--- config.mk ---
export PLATFORM = sky130hd
export DESIGN_NAME = execute_unit
export DESIGN_NICKNAME = d
export VERILOG_FILES = /design/src/source/core_types_pkg.sv /design/src/source/execute_unit.sv
export SDC_FILE = /design/constraint.sdc
export NUM_CORES = 2
export LEC_CHECK = 0
export ABC_AREA = 1
export ABC_CLOCK_PERIOD_IN_PS = 9400
export BUFFER_PORTS_ARGS = -buffer_cell sky130_fd_sc_hd__buf_2
export CAP_MARGIN = 20
export CORE_UTILIZATION = 53
export DETAILED_ROUTE_END_ITERATION = 8
export PLACE_DENSITY = 0.81
export REMOVE_ABC_BUFFERS = 1
export SLEW_MARGIN = 20
export SYNTH_ARGS = -nofsm -noshare
export SYNTH_HDL_FRONTEND = slang
export SYNTH_SLANG_ARGS = --single-unit
--- constraint.sdc ---
create_clock -name clk -period 9.4 [get_ports clk]
set_input_delay 1.88 -clock clk [delete_from_list [all_inputs] [get_ports clk]]
set_output_delay 1.88 -clock clk [all_outputs]
set_load 0.01 [all_outputs]
--- src/source/core_types_pkg.sv ---
// ==============================
// Datapath widths of the RV64 core.
// ==============================
`default_nettype none

package core_types_pkg;

  typedef logic [31:0] inst_t;    // one uncompressed instruction.
  typedef logic [63:0] xlen_t;    // register and data memory value.
  typedef logic [4:0]  reg_id_t;  // x0 to x31.
  typedef logic [63:0] pc_t;      // byte address of the instruction.

endpackage

`default_nettype wire

--- src/source/execute_unit.sv ---
// ==============================
// Single-cycle execute with pc and data memory.
// Jumps move the pc only. Nothing is fetched.
// Data words are selected by address bits 2 up.
// ==============================
`timescale 1ns/1ns
`default_nettype none

module execute_unit #(
  parameter int mem_words         = 16,
  parameter int retire_credit_max = 8
) (
  input  logic                    clk,
  input  logic                    rst_n,
  input  logic                    head_valid,
  input  logic                    need_imm,
  input  logic                    is_lui,
  input  logic                    is_auipc,
  input  logic                    is_jal,
  input  logic                    is_jalr,
  input  logic                    is_load,
  input  logic                    is_store,
  input  logic                    is_ebreak,
  input  logic                    reg_wen,
  input  logic                    illegal,
  input  core_types_pkg::reg_id_t rd,
  input  core_types_pkg::xlen_t   imm,
  input  core_types_pkg::xlen_t   rdata1,
  input  core_types_pkg::xlen_t   rdata2,
  output core_types_pkg::xlen_t   alu_a,
  output core_types_pkg::xlen_t   alu_b,
  input  core_types_pkg::xlen_t   alu_result,
  output logic                    issue,
  output logic                    wen,
  output core_types_pkg::reg_id_t waddr,
  output core_types_pkg::xlen_t   wdata,
  input  logic                    retire_credit,
  output logic                    retire_valid,
  output core_types_pkg::pc_t     retire_pc,
  output core_types_pkg::reg_id_t retire_rd,
  output core_types_pkg::xlen_t   retire_data,
  output logic                    retire_wen,
  output logic                    retire_illegal,
  output logic                    retire_ebreak,
  output logic                    halted
);

  localparam int credit_w = $clog2(retire_credit_max + 1);
  localparam int idx_w    = (mem_words > 1) ? $clog2(mem_words) : 1;

  typedef enum logic {st_run, st_halt} state_t;

  state_t                state;
  logic [credit_w-1:0]   credit_cnt;
  core_types_pkg::pc_t   pc;
  core_types_pkg::pc_t   pc_plus4;
  core_types_pkg::pc_t   next_pc;
  core_types_pkg::xlen_t dmem [mem_words];
  core_types_pkg::xlen_t word_sel;
  logic [idx_w-1:0]      mem_idx;

  // issue needs a queued instruction, a retire credit and a running core.
  assign issue = (state == st_run) && head_valid && (credit_cnt != '0);
  assign halted = (state == st_halt);

  // operand select. lui adds its immediate to zero.
  assign alu_a = (is_auipc || is_jal) ? pc : (is_lui ? '0 : rdata1);
  assign alu_b = need_imm ? imm : rdata2;

  assign pc_plus4 = pc + 64'd4;  // also the link value of jal and jalr.
  assign next_pc  = is_jal  ? alu_result :
                    is_jalr ? {alu_result[63:1], 1'b0} : pc_plus4;

  // address from the ALU sum. Wraps modulo mem_words.
  assign word_sel = (alu_result >> 2) % core_types_pkg::xlen_t'(mem_words);
  assign mem_idx  = word_sel[idx_w-1:0];

  assign wen   = issue && reg_wen;
  assign waddr = rd;
  assign wdata = is_load ? dmem[mem_idx] : ((is_jal || is_jalr) ? pc_plus4 : alu_result);

  always_ff @(posedge clk or negedge rst_n) begin
    if (!rst_n) begin
      state        <= st_run;
      credit_cnt   <= '0;
      pc           <= '0;
      retire_valid <= 1'b0;
    end else begin
      retire_valid <= issue;
      if (issue) pc <= next_pc;
      if (issue && is_ebreak) state <= st_halt;  // halt stays until reset.
      // a grant and a spend in one cycle cancel out.
      if (retire_credit && !issue) begin
        if (credit_cnt != credit_w'(retire_credit_max)) credit_cnt <= credit_cnt + 1'b1;
      end else if (!retire_credit && issue) begin
        credit_cnt <= credit_cnt - 1'b1;
      end
    end
  end

  // data memory comes up zeroed.
  always_ff @(posedge clk or negedge rst_n) begin
    if (!rst_n) begin
      for (int i = 0; i < mem_words; i++) dmem[i] <= '0;
    end else if (issue && is_store) begin
      dmem[mem_idx] <= rdata2;
    end
  end

  // retire record. retire_valid qualifies it.
  always_ff @(posedge clk) begin
    if (issue) begin
      retire_pc      <= pc;
      retire_rd      <= rd;
      retire_data    <= is_store ? rdata2 : (reg_wen ? wdata : '0);  // zero when illegal.
      retire_wen     <= reg_wen;
      retire_illegal <= illegal;
      retire_ebreak  <= is_ebreak;
    end
  end

endmodule

`default_nettype wire

* Word-level counts from Yosys, hierarchy flattened
Cells that the tools add are included.
** Word-level totals
- Register bits after elaboration :: 1230
- Logic and storage cells :: 68
** Operators by class
- $add $sub $neg :: 3
- Order comparisons :: 2
- Eq/ne operators :: 2
- Muxes and demuxes :: 18
- Bitwise operators :: 2
- Reductions and logical operators :: 15
** Operators with widths (count)
- bitwise mux 1024 bit :: 1
- two-way mux 64 bit :: 12
- binary-select mux 64 bit (select 4 bit) :: 1
- demux 64 bit (select 4 bit) :: 1
- adder 64 x 3 -> 64 bit, second input constant :: 1
- two-way mux 4 bit :: 3
- logical AND 1 bit :: 8
- greater-or-equal comparator 5 bit, second input constant :: 1
- < comparator 5 x 1 -> 1 bit, second input constant :: 1
- inverter 4 -> 5 bit :: 1
- adder 4 x 1 -> 4 bit, second input constant :: 1
- inequality test 4 bit, second input constant :: 1
- nonzero test 4 bit :: 1
- subtractor 4 x 1 -> 4 bit, second input constant :: 1
- zero test 1 bit :: 2
- logical OR 1 bit :: 2
- inequality test 2 x 1 -> 1 bit, second input constant :: 1
- AND reduction 2 bit :: 1
- nonzero test 2 bit :: 1
- inverter 1 bit :: 1

* Depth between registers and ports, before layout
- Depth in word-level cells :: 7
- Depth in mapped cells :: 13

* Worst setup path after synthesis
OpenSTA, ideal clock, no wires.
- Kind :: input -> output
- Start point :: in head_valid
- End point :: out issue
- Arrival :: 6.334 ns
- Required time :: 7.520 ns
- Path slack :: 1.186 ns
- Cell stages on the path :: 4
- Buffers on the path :: 2
- Path through :: nand3_2 -> inv_2 -> clkbuf_1 -> clkbuf_1
** Between the ends
- Longest elaborated chain between the ends :: 2
** Ends and longest elaborated chain
- start, declared :: RTL line execute_unit.sv:15 : input logic head_valid,
- logical AND 1 bit (2 in series) :: RTL line execute_unit.sv:63 : assign issue = (state == st_run) && head_valid && (credit_cnt != '0);
- end, declared :: RTL line execute_unit.sv:33 : output logic issue,
No other way between the ends.

* Worst setup path after layout
- Start point :: in alu_result[3]
- End point :: out wdata[1]
** Between the ends
- Longest elaborated chain between the ends :: 5
** Ends and longest elaborated chain
- start, declared :: RTL line execute_unit.sv:32 : input core_types_pkg::xlen_t alu_result,
- inverter 4 -> 5 bit (implied by the code) :: RTL line execute_unit.sv:80 : assign wdata = is_load ? dmem[mem_idx] : ((is_jal || is_jalr) ? pc_plus4 : alu_result);
- binary-select mux 64 bit (select 4 bit) :: RTL line execute_unit.sv:80
- two-way mux 64 bit (implied by the code) (2 in series) :: RTL line execute_unit.sv:80
- two-way mux 64 bit :: RTL line execute_unit.sv:80
- end, declared :: RTL line execute_unit.sv:36 : output core_types_pkg::xlen_t wdata,
No other way between the ends. The select of a mux whose other input is x is not followed.

==> impl_metrics.yaml <==
outcome:
  run_status: "finished, final reports clean"
cells_and_area:
  fin_cells: 8691
  ff_latch_area_um2: 31500
  drive_above_1_share_pct: 13.4
  synthToLayoutAreaGrowth_pct: 13.8
  utilization_pct: 60.8
  nFillCells: 8913
  multiInputGateArea_um2: 20900
  final_common_cell: "nand2_1"
  final_cell_mix: "1510 x nand2_1, 1094 x dfrtp_1, 971 x o21ai_0, 723 x inv_1, 607 x buf_2"
  final_nets: 7451
sta:
  drv_slew: 0
  fmax_mhz: 138
  finalCriticalPeriod_ns: 7.25
  fin_ws_ns: 2.15
  grt_setup_unrepaired: "false"
  finClkSkew_ns: 0.0350
  final.period_utilization_pct: 77.1
  hold_viol_final: 0
  fin_setup_tns_ns: 0
  tightest_slew_ns: 1.23
  relSlewSlack_pct: 18.0
  setup_viol: 0
critical_path:
  r2r.worst_path.cells: 10
  r2r_start: "credit_cnt[0]$_DFFE_PN0P_"
  cp_max_fo: 81
  rr_endpoint: "dmem[351]$_DFFE_PN0P_"
  required_ns: 7.52
  end_kind: "output port"
  cp-start-kind: "primary input"
  crit_type: "primary input to output port"
  cp.arrival_ns: 5.37
  r2r_setup_slack_ns: 5.78
die:
  initial_core_util_pct: 53.5
  die_h_um: 331
  die_area_um2: 109000
  die_x_um: 331
  core.rowCount: 120
  io_pins: 612
  core-area_um2: 107000
power_and_ir_drop:
  vdd_drop_max_mv: 0.131
  p_sw_share_pct: 24.9
  combPwrFrac_pct: 7.8
  cellLeakagePower_uw: 0.0319
  seq_power_share_pct: 46.0
  power_density_nw_per_um2: 180
  p_sw_uw: 2920
  internal-power_uw: 8790
  clkPwrFrac_pct: 46.2
global_route:
  grt_pass1_wl_mm: 308
  antenna_found_initial: 21
  use_met3_pct: 12.1
  grt_max_degree: 164
  grt_pass1_vias: 50500
  gr-total-overflow: 0
  grt.total_usage_pct: 37.9
  busiest_layer: "met2"
  grt_use_met1_pct: 47.5
  grtUsageMet2_pct: 56.9
clock_network:
  cts_sinks: 1230
  path_clk_slew_ns: 0.06
  root_buffer: "clkbuf_16"
  cts_made_buffers: 131
  clk_latency_ns: 0.76
  post_cts_resized: 0
  cts_hold_buf: 0
  clockBufferDepth: 3
  cts_tree: "yes"
  cts_setup_buffers: 0
  cts-htree-levels: 4
routing:
  firstDrtPassIters: 6
  viasPerCell: 6.10
  wire_per_inst_um: 24.2
  drtAntennaViolNets: 0
  vias: 53100
  drc: 0
  finalWirelength_mm: 210
  drtIter0Drc: 6770
synthesis:
  yosys_warnings: 0
  synth_area_um2: 57300
  ys_seq_elements: 1230
  syn_inst: 6872
  ys_types: 38
  synth-seq-area-share_pct: 54.9
  avgSynthCellArea_um2: 8.34
place:
  detailed_place_hpwl_mm: 132
  io_buffers: 611
  place_inst: 8441
  preCtsSetupSlack_ns: 2.36
  routabilityCongestion: 1.00
run:
  maxCapViolCount: 0
worst_hold_path:
  hold_path.class: "flip-flop to flip-flop"
  whs_endpoint: "retire_pc[0]$_DFFE_PN_"
  min_from: "pc[0]$_DFFE_PN0P_"
  hold_depth: 0
==> power by group through the flow <==
stage / registers [uW] / logic (uW) / clock network, uW
6_report: 5390 / 912 / 5410
5_1_grt: 5390 / 977 / 5620
4_1_cts: 5390 / 891 / 5420
3_5_place_dp: 5490 / 887 / 0
3_3_place_gp: 5490 / 871 / 0
2_1_floorplan: 5490 / 379 / 0
==> metrics by stage <==
stage | hold WS (ns) | total power (uW) | cell area [um2]
floorplan | 0.425 | 5870 | 54900
detailed placement | 0.445 | 6380 | 60700
finish | 0.463 | 11700 | 65200
global route | 0.472 | 12000 | 65200
CTS | 0.459 | 11700 | 65200
global placement | 0.433 | 6360 | 60700
==> worst max-delay path by stage <==
| stage | startpoint | slack (ns) | to | depth (start not counted) |
|---|---|---|---|---|
| floorplan | head_valid | 0.53 | dmem[449]$_DFFE_PN0P_ | 7 |
| CTS | alu_result[3] | 2.29 | wdata[1] | 13 |
| finish | alu_result[3] | 2.15 | wdata[1] | 13 |
| detailed placement | alu_result[3] | 2.36 | wdata[1] | 13 |
| global route | alu_result[3] | 2.12 | wdata[1] | 13 |
| global placement | alu_result[3] | 2.32 | wdata[1] | 13 |
==> worst max-delay path, cell delays in order <==
cell and delay [ns]:
buf_2 0.24, inv_2 0.14, nand2_8 0.50, clkinv_2 1.09, buf_4 0.61, a22oi_1 0.21, nand2_1 0.09, nand2_1 0.07
nand2_1 0.06, inv_1 0.06, nand4_1 0.09, and2_1 0.19, buf_2 0.14
==> sequential cells by signal, summed over array words and instances (netlist names) <==
name	flops
credit_cnt	4
dmem	1024
halted	1
pc	64
retire_data	64
retire_ebreak	1
retire_illegal	1
retire_pc	64
retire_rd	5
retire_valid	1
retire_wen	1
==> cell families (layout without fill, tap and decap cells) <==
group	count (synthesis)	after routing	share of synthesized area (%)
DFF	1230	1230	54.9
buffers and inverters	1262	1669	9.05
muxes	2	2	0.0371
adders and majority gates	4	4	0.100
AOI/OAI and AO/OA	2052	2052	19.7
other	0	9	0
and+or+nand+nor	2290	2290	15.7
xor gates and xnor gates	32	32	0.489
==> cells in the mapped netlist <==
master / instances / area [um2]
nand3b_1: 12 / 90.1
o22ai_1: 409 / 2560
fa_1: 1 / 20.0
a21boi_1: 3 / 22.5
inv_2: 13 / 48.8
buf_2: 287 / 1440
buf_4: 19 / 143
nor2_2: 4 / 25.0
nand3_1: 142 / 711
nand2_4: 1 / 11.3
buf_1: 10 / 37.5
nand4_1: 25 / 156
nand3_2: 1 / 10.0
nor3_1: 3 / 15.0
o21ai_0: 971 / 4860
dfrtp_1: 1094 / 27400
o211ai_1: 42 / 315
o221ai_1: 25 / 219
a22oi_2: 8 / 100
a31oi_1: 3 / 18.8
nor2_1: 566 / 2120
ha_1: 3 / 37.5
nand2_1: 1512 / 5680
clkbuf_1: 206 / 773
mux2_2: 1 / 11.3
mux2i_1: 1 / 10.0
a21oi_1: 414 / 2070
nand2_2: 8 / 50.1
buf_6: 3 / 33.8
and2_1: 11 / 68.8
o21bai_1: 11 / 82.6
xor2_1: 32 / 280
edfxtp_1: 136 / 4080
inv_1: 724 / 2720
a21o_1: 1 / 7.51
a22oi_1: 95 / 713
nor2_4: 5 / 56.3
o21ai_1: 70 / 350
==> per-layer routing <==
metal | vias to the layer above | routed length [um]
met2 | 3575 | 92300
met3 | 775 | 28400
met1 | 25400 | 75000
met4 | 26 | 14200
met5 | - | 299
li1 | 23200 | -
==> cell type report <==
type / count / area share, %
clock inverter: 49 / 0.850
antenna: 9 / 0.0345
multi-input combinational: 4380 / 32.0
timing repair buffer: 692 / 5.82
tap: 1403 / 2.69
clock buffer: 191 / 6.08
sequential: 1230 / 48.2
inverter: 737 / 4.27
Power figures use the tool's default switching activity.
