===== config.mk =====
export PLATFORM = sky130hd
export DESIGN_NAME = inst_queue
export DESIGN_NICKNAME = d
export VERILOG_FILES = /design/src/source/core_types_pkg.sv /design/src/source/inst_queue.sv
export SDC_FILE = /design/constraint.sdc
export NUM_CORES = 1
export LEC_CHECK = 0
export BUFFER_PORTS_ARGS = -buffer_cell sky130_fd_sc_hd__buf_2
export CAP_MARGIN = 25
export CORE_ASPECT_RATIO = 0.7
export CORE_MARGIN = 1.5
export CORE_UTILIZATION = 30
export DETAILED_ROUTE_END_ITERATION = 8
export GPL_TIMING_DRIVEN = 0
export SLEW_MARGIN = 20
export SYNTH_ARGS = -nofsm -noshare
export SYNTH_HDL_FRONTEND = slang
export SYNTH_SLANG_ARGS = --single-unit

===== constraint.sdc =====
create_clock -name clk -period 4.6 [get_ports clk]
set_input_delay 0.46 -clock clk [delete_from_list [all_inputs] [get_ports clk]]
set_output_delay 0.46 -clock clk [all_outputs]
set_load 0.02 [all_outputs]

===== src/source/core_types_pkg.sv =====
// ==============================
// Datapath widths of the RV64 core.
// ==============================
`default_nettype none

package core_types_pkg;

  typedef logic [31:0] inst_t;    // one uncompressed instruction.
  typedef logic [63:0] xlen_t;    // register and data memory value.
  typedef logic [4:0]  reg_id_t;  // x0 to x31.
  typedef logic [63:0] pc_t;      // byte address of the instruction.

endpackage

`default_nettype wire


===== src/source/inst_queue.sv =====
// ==============================
// The sender never pushes into a full queue.
// Its credits make sure of that.
// ==============================
`timescale 1ns/1ns
`default_nettype none

module inst_queue #(
  parameter int queue_depth = 4
) (
  input  logic                  clk,
  input  logic                  rst_n,
  input  logic                  push,
  input  core_types_pkg::inst_t push_inst,
  input  logic                  pop,
  output core_types_pkg::inst_t head_inst,
  output logic                  head_valid,
  output logic                  credit
);

  localparam int ptr_w = (queue_depth > 1) ? $clog2(queue_depth) : 1;
  localparam int cnt_w = $clog2(queue_depth + 1);

  core_types_pkg::inst_t slots [queue_depth];
  logic [ptr_w-1:0] rd_ptr;
  logic [ptr_w-1:0] wr_ptr;
  logic [cnt_w-1:0] count;

  // pointers wrap at queue_depth, which need not be a power of two.
  function automatic logic [ptr_w-1:0] ptr_inc(input logic [ptr_w-1:0] p);
    return (p == ptr_w'(queue_depth - 1)) ? '0 : p + 1'b1;
  endfunction

  always_ff @(posedge clk or negedge rst_n) begin
    if (!rst_n) begin
      rd_ptr <= '0;
      wr_ptr <= '0;
      count  <= '0;
      credit <= 1'b0;
    end else begin
      credit <= pop;  // the slot is already free when the sender sees this.
      if (push) wr_ptr <= ptr_inc(wr_ptr);
      if (pop) rd_ptr <= ptr_inc(rd_ptr);
      case ({push, pop})
        2'b10:   count <= count + 1'b1;
        2'b01:   count <= count - 1'b1;
        default: count <= count;  // both or neither leave the fill level as it is.
      endcase
    end
  end

  // the entries themselves hold payload only.
  always_ff @(posedge clk) begin
    if (push) slots[wr_ptr] <= push_inst;
  end

  assign head_inst  = slots[rd_ptr];
  assign head_valid = (count != '0);

endmodule

`default_nettype wire


; ---- Word level (Yosys, flattened, before mapping)
; Memories as Yosys holds them, arrays and structs flattened.
; Cells that the tools add are included.
[op_classes]
add_sub_neg = 4
eq_ne = 4
n_mux = 5
n_reduce_logical = 2
[ops]
columns = op, n
row1 = == test 2 bit (second input constant), 3
row2 = case mux 3 bit (2 select lines), 1
row3 = adder 2 x 1 -> 2 bit (second input constant), 2
row4 = two-way mux 2 bit, 2
row5 = adder 3 x 1 -> 3 bit (second input constant), 1
row6 = nonzero test 3 bit, 1
row7 = subtractor 3 x 1 -> 3 bit (second input constant), 1
row8 = == test 2 x 1 -> 1 bit (second input constant), 1
row9 = two-way mux 1 bit, 2
row10 = nonzero test 2 bit, 1
[totals]
ff_bits = 8
mem_bits_rw = 128
wordCells = 20
n_memories = 1
[mem_list]
columns = memory, words, width, read_ports, rd_clocked_by_memory_dff, wr, line_no
row1 = slots, 4, 32, 1, 0, 1, inst_queue.sv:24  ; core_types_pkg::inst_t slots [queue_depth];

; ---- Logic depth before layout (Yosys ltp)
; Gate-level depths: netlist of run 1.
[depth]
depth_word = 2
depth_mapped = 6
mapped_depth_nobuf = 6

; ---- Worst setup path before layout of run 1
; No wires, ideal clock.
[synth_timing]
path_type = flip-flop to flip-flop
start = register wr_ptr[0]
end = memory slots[0][0] in the netlist's numbering, enable pin
setup_time_ns = 0.392
t_arrival_ns = 1.408
setup_slack_ns = 2.800
stages_incl_launch_ff = 4
synth_period_minus_slack_ns = 1.800
path_cell_list = dfrtp_1 inv_1 ha_1 and2_1
[synth_rtl]
columns = element, line_no
row1 = start: declaration, inst_queue.sv:26  ; logic [ptr_w-1:0] wr_ptr;
row2 = start signal: assignment, inst_queue.sv:42  ; if (push) wr_ptr <= ptr_inc(wr_ptr);
row3 = end: declaration, inst_queue.sv:24
; Straight into the memory's write port.

; ---- Final worst setup path of run 1
[layout_timing]
start = register rd_ptr[1]
end = output head_inst[14]
[layout_via]
elab_chain_cells = 1
[layout_lines]
columns = element, line_no
row1 = start: declaration, inst_queue.sv:25  ; logic [ptr_w-1:0] rd_ptr;
row2 = start signal: assignment, inst_queue.sv:43  ; if (pop) rd_ptr <= ptr_inc(rd_ptr);
row3 = memory (4 x 32 bit), -
row4 = end: declaration, inst_queue.sv:16  ; output core_types_pkg::inst_t head_inst,
; No other way between the ends.

==> results.json, run 1 <==
{
  "ys_ff_latch": 136,
  "synth_common_cells": "edfxtp_1 (128), mux4_2 (28), dfrtp_1 (8)",
  "setup_ws_ns": 2.19,
  "io_pins": 70,
  "n_fill_cell": 1520,
  "fin_cells": 534,
  "core_mm2": 0.0164,
  "synth_cells": 203,
  "critPathSlowestCell": "mux4_2",
  "num_antenna_cells": 0,
  "fin_util_pct": 39.0,
  "synth.area.top_cells": "edfxtp_1 (75%), mux4_2 (12%), dfrtp_1 (3.9%), mux4_1 (2.1%), ha_1 (1.5%)",
  "rsz0062_at_grt": "false",
  "syn_to_final_growth_pct": 25.9,
  "max_freq_mhz": 415,
  "layout-drive-gt1-share_pct": 47.2,
  "die_h_um": 112,
  "first_pass_iters": 4,
  "worst_pin_slew_ns": 0.548,
  "hold_depth": 1,
  "setup-violations-final": 0,
  "grt_pass1_wl_mm": 14.6,
  "antenna_found_initial": 0,
  "ys_seq_area_share_pct": 79.4,
  "viasPerCell": 4.36,
  "hold_violations": 0,
  "cts.sinks": 136,
  "cts_tree": "yes",
  "die_area_mm2": 0.0178,
  "p_per_area_mw_per_mm2": 660,
  "cap_viol_max_count": 0,
  "min_from": "pop",
  "holdWs_ns": 0.223,
  "reg2reg_to": "slots[0][12]",
  "ant_nets": 0,
  "clk_pin_slew_ns": 0.06,
  "grt_pass1_vias": 2591,
  "startpoint_type": "flip-flop",
  "htree_num_levels": 4,
  "cts_setup_buffers": 0,
  "drtIter0Drc": 122,
  "critPathMaxStageDelay_ns": 0.39,
  "synth_edf_count": 128,
  "dr_total_vias": 2328,
  "ys.flop_type": "edfxtp_1",
  "layout_min_cycle_time_ns": 2.41,
  "cts_buffers": 17,
  "syn_nets": 246,
  "grt_use_total_pct": 11.4,
  "status": "completed",
  "ir_drop_v": 0.000271,
  "overflow": 0,
  "path_common_cell": "buf_2",
  "synth_area_mm2": 0.00509,
  "hold_path.class": "primary input to flip-flop",
  "dp_hpwl_mm": 6.12,
  "gp_congestion": 0.696,
  "finish.net_count": 339,
  "io_buffers": 69,
  "crit_chain": "clkbuf_1 -> buf_2 -> mux4_2 -> buf_2",
  "synth_top_area_cell": "edfxtp_1",
  "critPathKind": "flip-flop to output port",
  "drcViolationCount": 0,
  "r2r-start": "wr_ptr[0]",
  "synth-async-reset-ratio_pct": 5.88,
  "synth_cell_types": 19,
  "min_period_over_period_pct": 52.4,
  "required_ns": 4.14,
  "dp_cells": 501,
  "clk_latency_ns": 0.40,
  "skew_ns": 0.00888,
  "wl_per_cell_um": 17.3,
  "yosysTopAreaCellShare_pct": 75.4,
  "place_ws_ns": 2.59,
  "start_util_pct": 31.0,
  "rr_worst_depth": 4,
  "relSlewSlack_pct": 63.5,
  "avgSynthCellArea_um2": 25.1,
  "cts_max_path_buffers": 2,
  "reg2reg_slack_ns": 2.91,
  "post-synth-top-count-cell": "edfxtp_1",
  "num_rows": 39,
  "leakage_nw": 2.24,
  "drt_wl_total_mm": 9.26,
  "grt_max_degree": 19,
  "maxSlewViolCount": 0,
  "cp.arrival_ns": 1.95,
  "fp.dieW_um": 159,
  "path_max_fanout": 10,
  "min_to": "credit",
  "cp-end-kind": "output port",
  "cts_root_buffer": "clkbuf_16",
  "tns_ns": 0,
  "ys_warn_count": 0
}
## report_power, final
part | switching [mW] | total [mW] | internal [mW]
clock network | 0.530 | 1.29 | 0.759
registers | 0.0570 | 1.65 | 1.59
logic | 0.723 | 1.30 | 0.572
## critical path, delay by kind of cell (launching register included)
kind,cells,cell delay [ns]
buf+inv,3,0.82
flops,1,0.35
mux,1,0.39
## registers in the layout, indices dropped and copies added, names as in the netlist
name,cells
wr_ptr,2
count,3
rd_ptr,2
slots,128
credit,1
## final cells by class
type / instances / area [um^2] / share of cell area [%]
inverters: 3 / 11.3 / 0.176
multi-input cells: 56 / 955 / 14.9
repair buffers: 74 / 465 / 7.25
flip-flops and latches: 136 / 4040 / 63.0
clock inverters: 14 / 140 / 2.18
clock buffers: 18 / 429 / 6.69
well taps: 225 / 282 / 4.39
plain buffers: 8 / 90.1 / 1.40
## repair_timing
action,CTS,global route
hold buffers,1,0
hold endpoints to repair,8,0
resized for setup,0,0
## through the flow
step                      power, mW  instance area (um^2)
after detailed placement       3.00                  5840
after global routing           4.45                  6420
after floorplan                2.55                  5090
after CTS                      4.31                  6420
final                          4.23                  6420
after global placement         2.93                  5720
## per-layer routing
layer	global-route usage [%]	vias to the layer above	wire length [um]
met5	0	-	0
met4	4.19	0	53
met3	3.92	5	425
met2	17.7	59	4340
met1	15.0	1218	4440
li1	-	1046	-
## worst max-delay path by stage
stage,to,from,depth (start not counted)
6_report,head_inst[14],rd_ptr[1],4
5_1_grt,head_inst[21],rd_ptr[1],4
4_1_cts,head_inst[20],rd_ptr[1],4
3_5_place_dp,head_inst[20],rd_ptr[1],4
3_3_place_gp,slots[0][16],wr_ptr[0],3
2_1_floorplan,slots[0][0],wr_ptr[0],3
## layout by cell type (no fill, tap or decap), drive strengths merged
| master | count |
|---|---|
| clkbuf | 19 |
| buf | 80 |
| nor2 | 2 |
| mux4 | 32 |
| o21ai | 2 |
| edfxtp | 128 |
| xnor2 | 2 |
| inv | 10 |
| or3 | 2 |
| clkinv | 2 |
| xor2 | 1 |
| bufinv | 1 |
| fa | 1 |
| dlygate4sd3 | 1 |
| clkinvlp | 4 |
| ha | 6 |
| nand2 | 1 |
| dfrtp | 8 |
| mux2 | 3 |
| and2 | 4 |
## logic make-up (layout without fill, tap and decap cells)
| family | count (synthesis) | after routing | synth area share, % |
|---|---|---|---|
| flops | 136 | 136 | 79.4 |
| mux | 35 | 35 | 15.1 |
| buf+inv | 11 | 117 | 1.99 |
| simple gates | 9 | 9 | 0.958 |
| fa+ha+maj | 7 | 7 | 1.87 |
| xor+xnor | 3 | 3 | 0.516 |
| compound gates | 2 | 2 | 0.196 |
Note: power is estimated with default switching activity, not from simulation.
==> inputs of run 2 (changes only) <==
==> constraint.sdc (replaced) <==
create_clock -name clk -period 2.05 [get_ports clk]
set_input_delay 0.205 -clock clk [delete_from_list [all_inputs] [get_ports clk]]
set_output_delay 0.205 -clock clk [all_outputs]
set_load 0.02 [all_outputs]
==> results.json, run 2 (synthesis results as in run 1) <==
{
  "ant_nets": 0,
  "multi_input_area_um2": 947,
  "skew_ns": 0.00702,
  "cp-end-kind": "output port",
  "clk_pin_slew_ns": 0.06,
  "gp_congestion": 0.696,
  "critPathKind": "flip-flop to output port",
  "num_antenna_cells": 0,
  "drt_wl_total_mm": 9.67,
  "io_pins": 70,
  "finish.net_count": 354,
  "grt_use_total_pct": 11.5,
  "cts.sinks": 136,
  "setup-violations-final": 0,
  "start_util_pct": 31.0,
  "die_area_mm2": 0.0178,
  "n_fill_cell": 1492,
  "rr_worst_depth": 4,
  "placed_cell_area_mm2": 0.00584,
  "fp.dieW_um": 159,
  "relSlewSlack_pct": 63.5,
  "setup_ws_ns": 0.0356,
  "dp_hpwl_mm": 6.12,
  "final_cell_mix": "edfxtp_1 (128), buf_2 (46), mux4_2 (30), buf_6 (22), clkbuf_16 (21)",
  "place_ws_ns": 0.295,
  "antenna_found_initial": 0,
  "grt_max_degree": 19,
  "clk_latency_ns": 0.40,
  "cts_buffers": 17,
  "drtIter0Drc": 129,
  "cts_tree": "yes",
  "worst_pin_slew_ns": 0.547,
  "grt_pass1_vias": 2621,
  "required_ns": 1.85,
  "reg2reg_slack_ns": 0.36,
  "cp.arrival_ns": 1.81,
  "min_period_over_period_pct": 98.3,
  "p_per_area_mw_per_mm2": 1510,
  "hold_path.class": "primary input to flip-flop",
  "status": "completed",
  "holdWs_ns": 0.0164,
  "regArea_mm2": 0.00405,
  "layout_min_cycle_time_ns": 2.01,
  "startpoint": "rd_ptr[0]",
  "hold_violations": 0,
  "htree_num_levels": 4,
  "leakage_nw": 2.38,
  "core_mm2": 0.0164,
  "final_area_mm2": 0.00678,
  "largest_reg_flops": 128,
  "maxSlewViolCount": 0,
  "r2r-start": "wr_ptr[0]",
  "max_freq_mhz": 496,
  "startpoint_type": "flip-flop",
  "mostFrequentLayoutCell": "edfxtp_1",
  "path_max_fanout": 4,
  "first_pass_iters": 4,
  "dr_total_vias": 2384,
  "syn_to_final_growth_pct": 33.0,
  "reg2reg_to": "slots[0][0]",
  "cts_max_path_buffers": 2,
  "die_h_um": 112,
  "biggestRegsByFlops": "slots x128, count x3",
  "largest_register": "slots",
  "drcViolationCount": 0,
  "num_rows": 39,
  "cts_root_buffer": "clkbuf_16",
  "layout-drive-gt1-share_pct": 48.1,
  "overflow": 0,
  "worstSetupEndpoint": "head_inst[1]",
  "cap_viol_max_count": 0,
  "ir_drop_v": 0.000647,
  "wl_per_cell_um": 17.6,
  "rsz0062_at_grt": "true",
  "viasPerCell": 4.34,
  "grt_pass1_wl_mm": 14.7,
  "io_buffers": 69
}
[run 2: cell count changes in the layout (fill, tap and decap cells not counted), moves of 2 or more]
cell           delta
dlygate4sd3_1     +9
clkbuf_16         +4
buf_2            -26
mux4_1            -2
buf_4             +7
buf_6            +21
mux4_2            +2
[run 2: per-stage QoR]
step	cells	power (mW)	TNS [ns]	utilization (%)
2_1_floorplan	203	5.73	0	-
3_3_place_gp	497	6.58	-48.98	34.8
3_5_place_dp	501	6.73	0	35.5
4_1_cts	543	9.70	-0.0199	39.6
5_1_grt	549	10.7	-0.289	41.2
6_report	549	10.2	0	41.2
[run 2: worst max-delay path, cell delays in order, from the launching register on]
cell       delay (ns)
dfrtp_2          0.43
clkbuf_16        0.17
buf_4            0.12
mux4_2           0.51
buf_4            0.18
[run 2: what timing repair did]
| item | 4_1_cts | 5_1_grt |
|---|---|---|
| hold endpoints to repair | 32 | 0 |
| cloned | 0 | 4 |
| pin swaps | 0 | 0 |
| hold buffers | 10 | 0 |
| buffers inserted | 1 | 2 |
| endpoints found under the setup margin | 29 | 30 |
| gates resized for setup | 3 | 51 |
[run 2: metal layers]
metal,GRT usage [%],up-vias,wire length [um]
met3,3.92,7,433
li1,-,1075,-
met5,0,-,0
met4,4.19,0,64
met2,17.7,62,4500
met1,15.1,1240,4670
[run 2: area by class of cell]
cell class / instances / area share (%)
Multi-Input combinational cell: 56 / 14.0
Tap cell: 225 / 4.16
Inverter: 3 / 0.166
Timing Repair Buffer: 90 / 12.1
Sequential cell: 136 / 59.7
Clock inverter: 14 / 2.07
Buffer: 7 / 1.51
Clock buffer: 18 / 6.33
[run 2: power by group]
part	internal, mW	switching, mW	total (mW)
Sequential	3.57	0.164	3.74
Clock	1.70	1.19	2.90
Combinational	1.86	1.72	3.58
[run 2: worst min-delay path by stage]
stage	from	end	slack, ns	depth (start not counted)
after floorplan	rst_n	count[0]	-0.09	0
after global placement	rst_n	count[2]	0.06	1
after detailed placement	rst_n	credit	0.06	1
after CTS	push_inst[24]	slots[1][24]	0.0007	1
after global routing	push_inst[6]	slots[2][6]	0.0006	1
final	push_inst[6]	slots[3][6]	0.02	1
