[config.mk]
export PLATFORM = sky130hd
export DESIGN_NAME = decoder
export DESIGN_NICKNAME = d
export VERILOG_FILES = /design/src/source/core_types_pkg.sv /design/src/source/rv_isa_pkg.sv /design/src/source/decoder.sv
export SDC_FILE = /design/constraint.sdc
export NUM_CORES = 1
export LEC_CHECK = 0
export BUFFER_PORTS_ARGS = -buffer_cell sky130_fd_sc_hd__buf_4
export CAP_MARGIN = 20
export CORE_MARGIN = 2
export CORE_UTILIZATION = 32
export DETAILED_ROUTE_END_ITERATION = 10
export GPL_TIMING_DRIVEN = 1
export MAX_ROUTING_LAYER = met4
export PLACE_DENSITY_LB_ADDON = 0.15
export REMOVE_ABC_BUFFERS = 1
export SYNTH_ARGS = -nofsm -noshare
export SYNTH_HDL_FRONTEND = slang
export SYNTH_SLANG_ARGS = --single-unit
[constraint.sdc]
create_clock -name vclk -period 2.7
set_clock_uncertainty 0.1 [all_clocks]
set_input_delay 0.405 -clock vclk [all_inputs]
set_output_delay 0.405 -clock vclk [all_outputs]
set_load 0.005 [all_outputs]
[src/source/core_types_pkg.sv]
// ==============================
// Datapath widths of the RV64 core.
// ==============================
`default_nettype none

package core_types_pkg;

  typedef logic [31:0] inst_t;    // one uncompressed instruction.
  typedef logic [63:0] xlen_t;    // register and data memory value.
  typedef logic [4:0]  reg_id_t;  // x0 to x31.
  typedef logic [63:0] pc_t;      // byte address of the instruction.

endpackage

`default_nettype wire

[src/source/rv_isa_pkg.sv]
// ==============================
// RV64I encodings for the subset the core runs.
// ALU codes are plain numbers, not one-hot.
// ==============================
`default_nettype none

package rv_isa_pkg;

  typedef logic [6:0] opcode_t;  // major opcode, inst[6:0].
  typedef logic [3:0] alu_op_t;  // room for sixteen codes, ten are used.

  // major opcodes of the implemented instruction groups.
  localparam opcode_t op_imm    = 7'b0010011;
  localparam opcode_t op_op     = 7'b0110011;
  localparam opcode_t op_lui    = 7'b0110111;
  localparam opcode_t op_auipc  = 7'b0010111;
  localparam opcode_t op_jal    = 7'b1101111;
  localparam opcode_t op_jalr   = 7'b1100111;
  localparam opcode_t op_load   = 7'b0000011;
  localparam opcode_t op_store  = 7'b0100011;
  localparam opcode_t op_system = 7'b1110011;

  localparam logic [2:0]  funct3_dword   = 3'b011;         // ld and sd width.
  localparam logic [6:0]  funct7_alt     = 7'b0100000;     // sub and sra.
  localparam logic [11:0] funct12_ebreak = 12'b000000000001;

  // ALU operation codes.
  localparam alu_op_t alu_add  = 4'd0;
  localparam alu_op_t alu_sub  = 4'd1;
  localparam alu_op_t alu_slt  = 4'd2;
  localparam alu_op_t alu_sltu = 4'd3;
  localparam alu_op_t alu_and  = 4'd4;
  localparam alu_op_t alu_or   = 4'd5;
  localparam alu_op_t alu_xor  = 4'd6;
  localparam alu_op_t alu_sll  = 4'd7;
  localparam alu_op_t alu_srl  = 4'd8;
  localparam alu_op_t alu_sra  = 4'd9;

endpackage

`default_nettype wire

[src/source/decoder.sv]
// ==============================
// Decodes the RV64I subset of the core.
// Anything else raises illegal and writes nothing.
// ==============================
`timescale 1ns/1ns
`default_nettype none

module decoder (
  input  core_types_pkg::inst_t   inst,
  output core_types_pkg::reg_id_t rd,
  output core_types_pkg::reg_id_t rs1,
  output core_types_pkg::reg_id_t rs2,
  output core_types_pkg::xlen_t   imm,
  output rv_isa_pkg::alu_op_t     alu_op,
  output logic                    need_imm,
  output logic                    is_lui,
  output logic                    is_auipc,
  output logic                    is_jal,
  output logic                    is_jalr,
  output logic                    is_load,
  output logic                    is_store,
  output logic                    is_ebreak,
  output logic                    reg_wen,
  output logic                    illegal
);

  // opcode and function field matches.
  logic opc_imm, opc_op, opc_load, opc_store, opc_system;
  logic f7_zero, f7_alt, sh_zero, sh_alt, f3_dword;
  logic [2:0] f3;

  assign f3         = inst[14:12];
  assign opc_imm    = (inst[6:0] == rv_isa_pkg::op_imm);
  assign opc_op     = (inst[6:0] == rv_isa_pkg::op_op);
  assign opc_load   = (inst[6:0] == rv_isa_pkg::op_load);
  assign opc_store  = (inst[6:0] == rv_isa_pkg::op_store);
  assign opc_system = (inst[6:0] == rv_isa_pkg::op_system);
  assign f7_zero    = (inst[31:25] == 7'b0000000);
  assign f7_alt     = (inst[31:25] == rv_isa_pkg::funct7_alt);
  assign sh_zero    = (inst[31:26] == 6'b000000);  // RV64 shamt is six bits wide.
  assign sh_alt     = (inst[31:26] == 6'b010000);
  assign f3_dword   = (f3 == rv_isa_pkg::funct3_dword);

  // per-instruction terms.
  logic addi, slti, sltiu, andi, ori, xori, slli, srli, srai;
  logic add, sub, slt, sltu, and_r, or_r, xor_r, sll, srl, sra;
  logic ld, sd, ebreak;

  assign addi  = opc_imm & (f3 == 3'b000);
  assign slti  = opc_imm & (f3 == 3'b010);
  assign sltiu = opc_imm & (f3 == 3'b011);
  assign xori  = opc_imm & (f3 == 3'b100);
  assign ori   = opc_imm & (f3 == 3'b110);
  assign andi  = opc_imm & (f3 == 3'b111);
  assign slli  = opc_imm & (f3 == 3'b001) & sh_zero;
  assign srli  = opc_imm & (f3 == 3'b101) & sh_zero;
  assign srai  = opc_imm & (f3 == 3'b101) & sh_alt;
  assign add   = opc_op & (f3 == 3'b000) & f7_zero;
  assign sub   = opc_op & (f3 == 3'b000) & f7_alt;
  assign sll   = opc_op & (f3 == 3'b001) & f7_zero;
  assign slt   = opc_op & (f3 == 3'b010) & f7_zero;
  assign sltu  = opc_op & (f3 == 3'b011) & f7_zero;
  assign xor_r = opc_op & (f3 == 3'b100) & f7_zero;
  assign srl   = opc_op & (f3 == 3'b101) & f7_zero;
  assign sra   = opc_op & (f3 == 3'b101) & f7_alt;
  assign or_r  = opc_op & (f3 == 3'b110) & f7_zero;
  assign and_r = opc_op & (f3 == 3'b111) & f7_zero;
  assign ld    = opc_load & f3_dword;
  assign sd    = opc_store & f3_dword;
  assign ebreak = opc_system & (f3 == 3'b000) & (inst[31:20] == rv_isa_pkg::funct12_ebreak);

  assign is_lui   = (inst[6:0] == rv_isa_pkg::op_lui);
  assign is_auipc = (inst[6:0] == rv_isa_pkg::op_auipc);
  assign is_jal   = (inst[6:0] == rv_isa_pkg::op_jal);
  assign is_jalr  = (inst[6:0] == rv_isa_pkg::op_jalr) & (f3 == 3'b000);
  assign is_load  = ld;
  assign is_store = sd;
  assign is_ebreak = ebreak;

  assign rd  = inst[11:7];
  assign rs1 = inst[19:15];
  assign rs2 = inst[24:20];

  // immediate by format. R-type and ebreak get zero.
  logic i_type, s_type, u_type, j_type;
  assign i_type = opc_imm | ld | is_jalr;
  assign s_type = sd;
  assign u_type = is_lui | is_auipc;
  assign j_type = is_jal;

  assign imm = ({64{i_type}} & {{52{inst[31]}}, inst[31:20]}) |
               ({64{s_type}} & {{52{inst[31]}}, inst[31:25], inst[11:7]}) |
               ({64{u_type}} & {{32{inst[31]}}, inst[31:12], 12'b0}) |
               ({64{j_type}} & {{44{inst[31]}}, inst[19:12], inst[20], inst[30:21], 1'b0});

  // the terms are exclusive. add is left for addresses, jumps and upper immediates.
  always_comb begin
    alu_op = rv_isa_pkg::alu_add;
    if (sub)                alu_op = rv_isa_pkg::alu_sub;
    if (slti | slt)         alu_op = rv_isa_pkg::alu_slt;
    if (sltiu | sltu)       alu_op = rv_isa_pkg::alu_sltu;
    if (andi | and_r)       alu_op = rv_isa_pkg::alu_and;
    if (ori | or_r)         alu_op = rv_isa_pkg::alu_or;
    if (xori | xor_r)       alu_op = rv_isa_pkg::alu_xor;
    if (slli | sll)         alu_op = rv_isa_pkg::alu_sll;
    if (srli | srl)         alu_op = rv_isa_pkg::alu_srl;
    if (srai | sra)         alu_op = rv_isa_pkg::alu_sra;
  end

  assign need_imm = i_type | s_type | u_type | j_type;  // b takes imm instead of rs2.
  assign reg_wen  = addi | slti | sltiu | andi | ori | xori | slli | srli | srai |
                    add | sub | slt | sltu | and_r | or_r | xor_r | sll | srl | sra |
                    is_lui | is_auipc | is_jal | is_jalr | ld;
  assign illegal  = ~(reg_wen | sd | ebreak);  // every implemented non-writer is listed.

endmodule

`default_nettype wire

Yosys cells after proc, flatten, opt, wreduce, memory -nomap -nowiden
Index checks and enable logic that the tools add are counted.
{ "word_totals": {"register_bits": 0} }
{ "op_classes": {"eq_ne": 19, "n_mux": 9, "n_bitwise": 81, "n_reduce_logical": 3} }
{ "op_table": {"columns": ["op", "n"], "rows": [
  ["AND 64 bit", 4],
  ["OR 64 bit", 3],
  ["OR 1 bit", 39],
  ["AND 1 bit", 34],
  ["2-to-1 mux 4 bit", 8],
  ["equality test 7 x 6 -> 1 bit, second input constant", 4],
  ["equality test 7 bit, second input constant", 3],
  ["equality test 7 x 5 -> 1 bit, second input constant", 2],
  ["equality test 12 x 1 -> 1 bit, second input constant", 1],
  ["equality test 3 bit, second input constant", 4],
  ["equality test 7 x 2 -> 1 bit, second input constant", 1],
  ["logical NOT 7 bit", 1],
  ["equality test 3 x 2 -> 1 bit, second input constant", 2],
  ["equality test 6 x 5 -> 1 bit, second input constant", 1],
  ["logical NOT 6 bit", 1],
  ["equality test 3 x 1 -> 1 bit, second input constant", 1],
  ["logical NOT 3 bit", 1],
  ["2-to-1 mux 1 bit", 1],
  ["inverter 1 bit", 1]
]} }

Longest topological paths before layout
Gate-level depths: netlist of the first run.
{ "depth": {"depth_word": 28, "mapped_depth": 7, "mapped_depth_nobuf": 5} }

Worst setup path after synthesis of the first run
Ideal clock, no wire load.
{ "synth_path": {"kind": "input-to-output", "from": "input inst[2]", "to": "output imm[32]", "arrival_ps": 2345, "required_ps": 2195, "slack_ps": -150, "cell_stages": 6, "cell_sequence": "nand4bb_1 > buf_4 > nor4b_4 > or4_1 > and2_1 > buf_4"} }
{ "synth_between": {"word_cells_on_any_way": 20} }
{ "synth_lines": {"columns": ["element", "line_no", "rtl"], "rows": [
  ["start, declared", "decoder.sv:9", "input core_types_pkg::inst_t inst,"],
  ["equality test 7 x 6 -> 1 bit", "decoder.sv:36", "assign opc_store = (inst[6:0] == rv_isa_pkg::op_store);"],
  ["AND 1 bit", "decoder.sv:69", "assign sd = opc_store & f3_dword;"],
  ["net is_store", "decoder.sv:21", "output logic is_store,"],
  ["AND 64 bit", "decoder.sv:92", "({64{s_type}} & {{52{inst[31]}}, inst[31:25], inst[11:7]}) |"],
  ["OR 64 bit", "decoder.sv:91", "assign imm = ({64{i_type}} & {{52{inst[31]}}, inst[31:20]}) |"],
  ["OR 64 bit", "decoder.sv:92", null],
  ["OR 64 bit", "decoder.sv:93", "({64{u_type}} & {{32{inst[31]}}, inst[31:12], 12'b0}) |"],
  ["end, declared", "decoder.sv:13", "output core_types_pkg::xlen_t imm,"]
]} }
The timed path passes the listed nets, and every way through them passes these cells.

Worst setup path in the final report of the first run
{ "layout_path": {"from": "input inst[27]", "to": "output illegal"} }
{ "layout_between": {"elab_chain_len": 23, "word_cells_on_any_way": 40} }
{ "layout_rtl": {"columns": ["element", "line_no", "rtl"], "rows": [
  ["logical NOT 6 bit", "decoder.sv:40", "assign sh_zero = (inst[31:26] == 6'b000000);"],
  ["AND 1 bit", "decoder.sv:55", "assign slli = opc_imm & (f3 == 3'b001) & sh_zero;"],
  ["OR 1 bit (4 in series)", "decoder.sv:111", "assign reg_wen = addi | slti | sltiu | andi | ori | xori | slli | srli | srai |"],
  ["OR 1 bit (10 in series)", "decoder.sv:112", "add | sub | slt | sltu | and_r | or_r | xor_r | sll | srl | sra |"],
  ["OR 1 bit (4 in series)", "decoder.sv:113", "is_lui | is_auipc | is_jal | is_jalr | ld;"],
  ["OR 1 bit", "decoder.sv:114", "assign illegal = ~(reg_wen | sd | ebreak);"],
  ["OR 1 bit *", "decoder.sv:114", null],
  ["inverter 1 bit *", "decoder.sv:114", null],
  ["end, declared", "decoder.sv:24", "output logic illegal"]
]} }
Mark *: on every way between the ends. The rest lies on a longest branch, timed or not.

==> Implementation_results.wiki, run 1 <==
{| class="wikitable"
! Metric !! Value
|-
| XOR/XNOR Fraction of Synth Area || 0.8140%
|-
| P per Cell Area || between 70 and 80 nW/um^2
|-
| Post-Syn Instances || around 150
|-
| Setup-failing EPs final || 0
|-
| Initial antenna violation count || 0
|-
| Number of clock buffers in the layout || 0
|-
| Max Fclk || approximately 370 MHz
|-
| Capture point of the worst path || illegal
|-
| Count of buffers from port buffering || roughly 130
|-
| Post-synthesis to final-layout area growth || 69.77%
|-
| Synthesized-area fraction occupied by ao, oa, aoi and oai cells || between 20% and 30%
|-
| X dimension of the die || ~62 um
|-
| Half-perimeter wire length after detailed placement || ~3300 um
|-
| Via count of the first global-routing pass || 1064
|-
| Cell total after placement || ~280
|-
| Core region area || between 3000 and 4000 sq um
|-
| Number of design-rule violations left by the first detailed-router iteration || 48
|-
| Antenna cell count || 0
|-
| Endpoint class of the critical path || output pin
|-
| Vias per cell || 4.787
|-
| RePlAce Congestion || around 0.84
|-
| Drt pass-1 iters || 4
|-
| Cell leakage power || roughly 0.0011 uW
|-
| Number of hold-slack violations in the final timing report || 0
|-
| Final Hold Slack || 0.8871 ns
|-
| Wire per inst || 13.57 um
|-
| Aggregate negative setup slack || 0 ns
|-
| Cell accounting for the most synthesized area || buf_4
|-
| Worst Setup Slack, final || 0.009918 ns
|-
| Setup repair after global routing missed its margin || true
|-
| IO Count || between 100 and 150
|-
| Crit-path slowest cell || or4_4
|-
| Chip Height || approximately 62 um
|-
| Remaining global-route overflow || 0
|-
| Area share of and/or/nand/nor cells after synthesis || roughly a third
|-
| Count of buffer and inverter cells on the critical path || 2
|-
| Netlist area before placement || between 1000 and 1500 sq um
|-
| Main combinational cell family by area after synthesis || buffers and inverters
|-
| FF+latch count || 0
|-
| Starting utilization of the core area || 32.76%
|-
| Post-placement worst setup slack || -0.02337 ns
|-
| Crit path launch || inst[27]
|-
| Worst Setup Path Type || in -> out
|-
| Finished Core Util || ~56%
|-
| Fraction of synthesized area in multiplexers || 0%
|-
| Max VDD drop || between 0.00004 and 0.00005 V
|-
| Final layout net count || 270
|-
| Number of cells in the finished layout apart from fillers || about 280
|-
| Number of maximum-capacitance violations || 0
|-
| Cell repeated most along the worst path || or4_4
|-
| Overall routed net length || between 3000 and 4000 um
|-
| Headroom to the max-slew limit || between 60% and 70%
|-
| Fraction of layout instances using a drive strength above 1 || around 64%
|-
| Worst-margin pin slew || between 0.5 and 0.6 ns
|-
| Count of filler cells inserted in the layout || 325
|-
| Top fanout value on the critical path || 3
|-
| Combined flip-flop and latch cell area || 0 sq um
|-
| Number of max-slew violations in the final report || 0
|-
| Residual DRC count || 0
|-
| Count of antenna-violating nets left after detailed routing || 0
|-
| Global-route wire length before repair || about 5100 um
|-
| DR vias || 1350
|-
| Average size of a mapped cell || between 7 and 8 sq um
|-
| Area taken by multi-input logic gates || 683.2 sq um
|-
| Data required time at the worst endpoint || approximately 2.2 ns
|-
| Final worst-path cycle share || between 90% and 100%
|-
| Number of warnings reported in the yosys synthesis log || 0
|-
| Status || finished, final reports clean
|-
| Worst path depth || 7
|-
| Number of core rows || 21
|-
| Maximum number of pins on one net before global-route repair || 34
|-
| Largest incremental delay on the critical path || between 0.5 and 0.6 ns
|-
| Kind of start point of the critical path || input port
|-
| Fraction of post-synthesis cell area in the top cell type by area || 33.49%
|-
| Fraction of the yosys area taken by sequential cells || 0%
|-
| Die area || ~3800 sq um
|-
| Shortest clock period the worst path allows after layout || around 2.7 ns
|-
| Top post-synthesis cells by area || buf_4 33%, a21o_1 15%, nor2b_1 4.1%
|-
| Total GRT Usage || 17.42%
|-
| Arr. time, crit path || roughly 2.2 ns
|-
| Post-synth cell types || 40
|-
| Fraction of the mapped netlist area in adder cells || 0%
|-
| Worst min-delay path class || in -> out
|-
| Top Family by Delay on Critical Path || simple AND/OR/NAND/NOR gates
|-
| Crit-path cells || buf_6, or3_4, or4_4, or4_4, nor3_4, nor3_2, buf_4
|}
==> kinds of logic after synthesis <==
group,Yosys count
simple gates,53
compound gates,39
xor+xnor,1
buf+inv,56
==> placed cells by master (no fill, tap or decap), drive strengths merged, types with 2 or more instances in the layout <==
master and count:
and4b 2, o21ai 4, and2 2, nor3 7, nor4 3, nor2b 7
nand2 5, nor4b 2, nor2 7, a21o 21, or4 3, nand4b 2
a22o 4, nand2b 4, buf 141, nor3b 2, nand4 2, inv 2
a21oi 2
==> per-stage QoR <==
step | power (uW) | area, sq um
after floorplan | 33.00 | 688.2
after global placement | 141.6 | 1817
after detailed placement | 143.3 | 1817
after CTS | 144.9 | 1824
after global routing | 157.1 | 1827
final | 145.1 | 1827
==> Yosys cell counts <==
cell type,n
and3_1,1
nand2b_1,4
nor3b_2,1
o21ai_0,4
or3_4,1
xor2_1,1
o211ai_1,1
nor3_2,1
nand4b_1,2
nor3_1,5
nand3b_2,1
nor4_1,3
inv_1,2
a21o_1,21
a21boi_0,1
nor4b_4,1
nor3b_1,1
a2111oi_2,1
clkbuf_1,2
a211oi_1,1
nor4b_1,1
or4_4,2
o2111ai_1,1
and4b_1,2
a211o_1,1
o21a_1,1
nor2_1,7
buf_2,4
buf_4,48
nor2b_1,7
and2_1,2
nand4_1,2
a21oi_1,2
a22o_1,4
and3b_1,1
nand2_1,5
nor3_4,1
or4_1,1
nand4bb_1,1
o31a_1,1
==> how the worst min path moves through the flow <==
stage               slack (ns)  endpoint  cells past startpoint  startpoint
CTS                       0.89    rs1[4]                      2    inst[19]
detailed placement        0.89    rs1[4]                      2    inst[19]
floorplan                 0.71     rd[0]                      0     inst[7]
global placement          0.89    rs1[3]                      2    inst[18]
finish                    0.89    rs1[4]                      2    inst[19]
global route              0.89    rs1[3]                      2    inst[18]
==> cell type report <==
| class | count | share of cell area (%) |
|---|---|---|
| Multi-Input combinational cell | 93 | 37.40 |
| Timing Repair Buffer | 141 | 59.04 |
| Tap cell | 46 | 3.151 |
| Inverter | 2 | 0.4110 |
==> layer usage <==
layer / track usage (%) / wire length [um] / vias to the layer above
met5: - / 0 / -
met4: 0 / 0 / 0
met3: 1.863 / 260 / 0
met2: 26.34 / 1867 / 60
met1: 26.35 / 1700 / 624
li1: - / - / 666
==> what timing repair did <==
action | in CTS | in global routing
hold buffers | 0 | 0
resized for setup | 2 | 1
setup endpoints to repair | 1 | 34
setup buffers | 0 | 0
==> power breakdown <==
part	switching, uW	internal (uW)
Sequential	0	0
Combinational	61.6	83.4
Clock	0	0
Total	61.6	83.4
No activity file was read; power rests on OpenSTA's default activity.
==> inputs of run 2 (changes only) <==
PLACE_DENSITY = 0.81   (was not set)
PLACE_DENSITY_LB_ADDON = not set   (was 0.15)
SKIP_LAST_GASP = 1   (was not set)
==> Implementation_results.wiki, run 2 (synthesis results as in run 1) <==
{| class="wikitable"
! Metric !! Value
|-
| Data required time at the worst endpoint || 2.19 ns (about the same)
|-
| Internal power component || 83.90 uW (+0.58%)
|-
| DR vias || 1326 (-1.8%)
|-
| Global-route wire length before repair || 5099 um (-0.53%)
|-
| Max VDD drop || 0.00004268 V (-13%)
|-
| Worst Setup Path Type || in -> out
|-
| Residual DRC count || 0 (unchanged)
|-
| Maximum number of pins on one net before global-route repair || 34 (unchanged)
|-
| Fraction of power consumed by the clock network || 0% (unchanged)
|-
| Fraction of layout instances using a drive strength above 1 || 64.71% (+0.72 points)
|-
| Violations in the final reports || negative setup slack
|-
| Proportion of power drawn by flip-flops and latches || 0% (unchanged)
|-
| Routed length on met1 || 1538 um (-9.5%)
|-
| Uppermost layer routed || met4
|-
| Initial antenna violation count || 0 (unchanged)
|-
| Net switching share of the total power || 42.31% (-0.17 points)
|-
| RePlAce Congestion || 0.8579 (+2.3%)
|-
| Final layout net count || 272 (+0.74%)
|-
| Kind of start point of the critical path || input port
|-
| Met3 WL || 224 um (-14%)
|-
| Count of buffers added by post-CTS timing repair for setup || 0 (unchanged)
|-
| Largest incremental delay on the critical path || 0.54 ns (about the same)
|-
| Number of maximum-capacitance violations || 0 (unchanged)
|-
| Top fanout value on the critical path || 2 (-1)
|-
| Setup repair after global routing missed its margin || true
|-
| Max Fclk || 368.7 MHz (-0.83%)
|-
| IO Count || 125 (unchanged)
|-
| X dimension of the die || 61.99 um (unchanged)
|-
| Count of buffer and inverter cells on the critical path || 2 (unchanged)
|-
| Worst path depth || 7 (unchanged)
|-
| Starting utilization of the core area || 32.76% (unchanged)
|-
| Status || finished, violations left
|-
| Setup-failing EPs final || 1 (+1)
|-
| Overall routed net length || 3664 um (-4.3%)
|-
| Post-cts resize count || 0 (-2)
|-
| Capture point of the worst path || illegal
|-
| Number of clock buffers in the layout || 0 (unchanged)
|-
| Met2 layer wire length in the routed design || 1890 um (+1.2%)
|-
| Number of max-slew violations in the final report || 0 (unchanged)
|-
| Number of core rows || 21 (unchanged)
|-
| Endpoint class of the critical path || output pin
|-
| Number of hold-slack violations in the final timing report || 0 (unchanged)
|-
| Worst min-delay path class || in -> out
|-
| Core region area || 3284 sq um (unchanged)
|-
| Net switching power of the design || 61.54 uW (-0.14%)
|-
| Half-perimeter wire length after detailed placement || 3112 um (-4.8%)
|-
| Top Family by Delay on Critical Path || simple AND/OR/NAND/NOR gates
|-
| Count of filler cells inserted in the layout || 316 (-2.8%)
|-
| Worst-margin pin slew || 0.4475 ns (-0.1055 ns)
|-
| P per Cell Area || 79.08 nW/um^2 (-0.41%)
|-
| Most common library cell in the layout ignoring fill and taps || buf_4
|-
| Final Hold Slack || 0.8886 ns (+0.001452 ns)
|-
| Number of design-rule violations left by the first detailed-router iteration || 21 (-56%)
|-
| Worst Setup Slack, final || -0.01248 ns (-0.02240 ns)
|-
| Vias per cell || 4.669 (-2.5%)
|-
| Die area || 3842 sq um (unchanged)
|-
| Final worst-path cycle share || 100.5% (+0.83 points)
|-
| Arr. time, crit path || 2.21 ns (+0.02 ns)
|-
| Count of antenna-violating nets left after detailed routing || 0 (unchanged)
|-
| CTS Hold Buffers Added || 0 (unchanged)
|-
| Via count of the first global-routing pass || 1176 (+11%)
|-
| Crit path launch || inst[27]
|-
| Combined flip-flop and latch cell area || 0 sq um (unchanged)
|-
| Cell leakage power || 0.001158 uW (+0.75%)
|-
| Crit-path slowest cell || or4_4
|-
| Area of all placed cells without fillers || 1839 sq um (+0.68%)
|-
| Shortest clock period the worst path allows after layout || 2.712 ns (+0.02240 ns)
|-
| Proportion of power drawn by combinational gates || 100.0% (about the same)
|-
| Commonest cells after routing, fill and taps aside || 142 x buf_4, 21 x a21o_1, 7 x nor2_1, 7 x nor2b_1, 5 x nand2_1
|-
| Remaining global-route overflow || 0 (unchanged)
|-
| Count of buffers from port buffering || 125 (unchanged)
|-
| Wire per inst || 12.90 um (-5.0%)
|-
| Drt pass-1 iters || 4 (unchanged)
|-
| Headroom to the max-slew limit || 70.03% (+7.2 points)
|-
| Placed cell areas || 1832 sq um (+0.83%)
|-
| Chip Height || 61.99 um (unchanged)
|-
| Post-synthesis to final-layout area growth || 70.93%
|-
| FF+latch count || 0 (unchanged)
|-
| Crit-path cells || buf_4, or3_4, or4_4, or4_4, nor3_4, nor3_2, buf_4
|-
| Total GRT Usage || 17.25% (-0.17 points)
|-
| Area taken by multi-input logic gates || 688.2 sq um (+0.73%)
|-
| Antenna cell count || 0 (unchanged)
|}
==> run 2: layout make-up <==
| type | instances | share of cell area, % |
|---|---|---|
| Tap cell | 46 | 3.129 |
| Multi-Input combinational cell | 93 | 37.42 |
| Inverter | 2 | 0.4082 |
| Timing Repair Buffer | 143 | 59.05 |
==> run 2: routing by layer <==
metal	GRT usage [%]	vias up
li1	-	669
met1	23.43	605
met2	28.42	50
met3	1.863	2
met4	1.824	0
met5	-	-
==> run 2: per-stage QoR <==
stage	setup TNS [ns]	std cells	worst slack (ns)	util, %	total power [uW]
2_1_floorplan	-19.93	95	-0.6040	-	33.00
3_3_place_gp	-0.01173	284	-0.01173	55.77	142.9
3_5_place_dp	-0.01270	284	-0.01270	55.77	145.0
4_1_cts	-0.01443	284	-0.01443	55.77	145.5
5_1_grt	-0.05024	284	-0.04162	56.00	159.4
6_report	-0.01248	284	-0.01248	56.00	145.4
==> run 2: power groups by stage <==
stage               registers [uW]  clock network [uW]  logic (uW)
finish                           0                   0         145
global route                     0                   0         159
CTS                              0                   0         146
detailed placement               0                   0         145
global placement                 0                   0         143
floorplan                        0                   0        33.0
==> run 2: how the worst min path moves through the flow <==
| stage | startpoint | endpoint | depth (start not counted) |
|---|---|---|---|
| 2_1_floorplan | inst[7] | rd[0] | 0 |
| 3_3_place_gp | inst[15] | rs1[0] | 2 |
| 3_5_place_dp | inst[15] | rs1[0] | 2 |
| 4_1_cts | inst[15] | rs1[0] | 2 |
| 5_1_grt | inst[15] | rs1[0] | 2 |
| 6_report | inst[7] | rd[0] | 2 |
==> inputs of run 3 (changes only) <==
==> constraint.sdc (replaced) <==
create_clock -name vclk -period 2.7
set_clock_uncertainty 0.1 [all_clocks]
set_input_delay 0.405 -clock vclk [all_inputs]
set_output_delay 0.405 -clock vclk [all_outputs]
set_load 0.01 [all_outputs]
==> Implementation_results.wiki, run 3 (synthesis results as in run 1) <==
{| class="wikitable"
! Metric !! Value
|-
| Worst min-delay path class || in -> out
|-
| Residual DRC count || 0 (unchanged)
|-
| Number of hold-slack violations in the final timing report || 0 (unchanged)
|-
| Final worst-path cycle share || 101.0% (+0.55 points)
|-
| Uppermost layer routed || met3
|-
| IO Count || 125 (unchanged)
|-
| Maximum number of pins on one net before global-route repair || 34 (unchanged)
|-
| Drt pass-1 iters || 4 (unchanged)
|-
| X dimension of the die || 61.99 um (unchanged)
|-
| Count of buffer and inverter cells on the critical path || 2 (unchanged)
|-
| Setup-failing EPs final || 1 (unchanged)
|-
| Cell leakage power || 0.001172 uW (+1.1%)
|-
| Arr. time, crit path || 2.22 ns (about the same)
|-
| RePlAce Congestion || 0.8644 (+0.76%)
|-
| Via count of the first global-routing pass || 1159 (-1.4%)
|-
| Number of core rows || 21 (unchanged)
|-
| Worst-margin pin slew || 0.4233 ns (-0.02428 ns)
|-
| Commonest cells after routing, fill and taps aside || 141 x buf_4, 21 x a21o_1, 7 x nor2_1, 7 x nor2b_1
|-
| P per Cell Area || 84.19 nW/um^2 (+6.5%)
|-
| Crit-path slowest cell || or4_4
|-
| DR vias || 1349 (+1.7%)
|-
| Number of design-rule violations left by the first detailed-router iteration || 13 (-38%)
|-
| Vias per cell || 4.717 (+1.0%)
|-
| Count of antenna-violating nets left after detailed routing || 0 (unchanged)
|-
| Number of clock buffers in the layout || 0 (unchanged)
|-
| Most common library cell in the layout ignoring fill and taps || buf_4
|-
| Initial antenna violation count || 0 (unchanged)
|-
| Number of maximum-capacitance violations || 0 (unchanged)
|-
| Fraction of layout instances using a drive strength above 1 || 65.00% (+0.29 points)
|-
| Endpoint class of the critical path || output pin
|-
| Data required time at the worst endpoint || 2.19 ns (about the same)
|-
| Overall routed net length || 3746 um (+2.2%)
|-
| FF+latch count || 0 (unchanged)
|-
| Max Fclk || 366.7 MHz (-0.55%)
|-
| Top fanout value on the critical path || 2 (unchanged)
|-
| Final layout net count || 274 (+0.74%)
|-
| Routed length on met1 || 1548 um (+0.65%)
|-
| Met2 layer wire length in the routed design || 1953 um (+3.3%)
|-
| Core region area || 3284 sq um (unchanged)
|-
| Count of buffers from port buffering || 125 (unchanged)
|-
| Final Hold Slack || 0.8976 ns (+0.009070 ns)
|-
| Chip Height || 61.99 um (unchanged)
|-
| Capture point of the worst path || illegal
|-
| Total GRT Usage || 17.57% (+0.31 points)
|-
| Shortest clock period the worst path allows after layout || 2.727 ns (+0.01488 ns)
|-
| Max VDD drop || 0.00005019 V (+18%)
|-
| Starting utilization of the core area || 32.76% (unchanged)
|-
| Top Family by Delay on Critical Path || simple AND/OR/NAND/NOR gates
|-
| Kind of start point of the critical path || input port
|-
| Post-synthesis to final-layout area growth || 74.42%
|-
| Remaining global-route overflow || 0 (unchanged)
|-
| Global-route wire length before repair || 5161 um (+1.2%)
|-
| Violations in the final reports || negative setup slack
|-
| Worst Setup Slack, final || -0.02736 ns (-0.01488 ns)
|-
| Crit-path cells || buf_6, or3_4, or4_4, or4_4, nor3_4, nor3_2, buf_4
|-
| Met3 WL || 244 um (+8.9%)
|-
| Aggregate negative setup slack || -0.02736 ns (-0.01488 ns)
|-
| Status || finished, violations left
|-
| Placed cell areas || 1839 sq um (+0.41%)
|-
| Worst Setup Path Type || in -> out
|-
| Largest incremental delay on the critical path || 0.54 ns (about the same)
|-
| Wire per inst || 13.10 um (+1.5%)
|-
| Die area || 3842 sq um (unchanged)
|-
| Crit path launch || inst[27]
|-
| Setup repair after global routing missed its margin || true
|-
| Number of max-slew violations in the final report || 0 (unchanged)
|-
| Antenna cell count || 0 (unchanged)
|-
| Combined flip-flop and latch cell area || 0 sq um (unchanged)
|-
| Headroom to the max-slew limit || 71.66% (+1.6 points)
|-
| Worst path depth || 7 (unchanged)
|-
| Cell repeated most along the worst path || or4_4
|-
| Area of all placed cells without fillers || 1877 sq um (+2.0%)
|-
| Half-perimeter wire length after detailed placement || 3117 um (+0.17%)
|}
[run 3: through the flow]
step                instances  util (%)  power (uW)  setup WS [ns]
floorplan                  95         -       38.23         -1.795
finish                    286     57.14       158.0       -0.02736
detailed placement        285     56.00       155.3       -0.04813
global placement          285     56.00       153.2       -0.02041
global route              286     57.14       171.8       -0.07955
CTS                       285     56.00       155.8       -0.04854
[run 3: area by class of cell]
| cell class | count | area, sq um |
|---|---|---|
| multi-input combinational | 93 | 699.4 |
| fill | 313 | 1408 |
| timing repair buffer | 145 | 1112 |
| tap | 46 | 57.56 |
| inverter | 2 | 7.507 |
[run 3: timing repair]
item / in CTS / in global routing
cloned: 0 / 0
setup buffers: 0 / 1
resized for setup: 0 / 6
hold endpoints to repair: 0 / 0
pin swaps: 0 / 1
setup endpoints to repair: 2 / 55
hold buffers: 0 / 0
[run 3: layer usage]
metal	track usage [%]	vias up
li1	-	674
met1	23.95	625
met2	28.72	50
met3	2.484	0
met4	1.216	0
met5	-	-
[run 3: how the worst min path moves through the flow]
stage / start / end / slack (ns) / depth (start not counted)
floorplan: inst[7] / rd[0] / 0.71 / 0
global placement: inst[15] / rs1[0] / 0.90 / 2
detailed placement: inst[18] / rs1[3] / 0.90 / 2
CTS: inst[18] / rs1[3] / 0.90 / 2
global route: inst[15] / rs1[0] / 0.91 / 2
finish: inst[18] / rs1[3] / 0.90 / 2
[run 3: power by group]
part	internal [uW]	leakage, uW	switching, uW
registers	0	0	0
logic	86.2	0.00117	71.8
clock network	0	0	0
total	86.2	0.00117	71.8
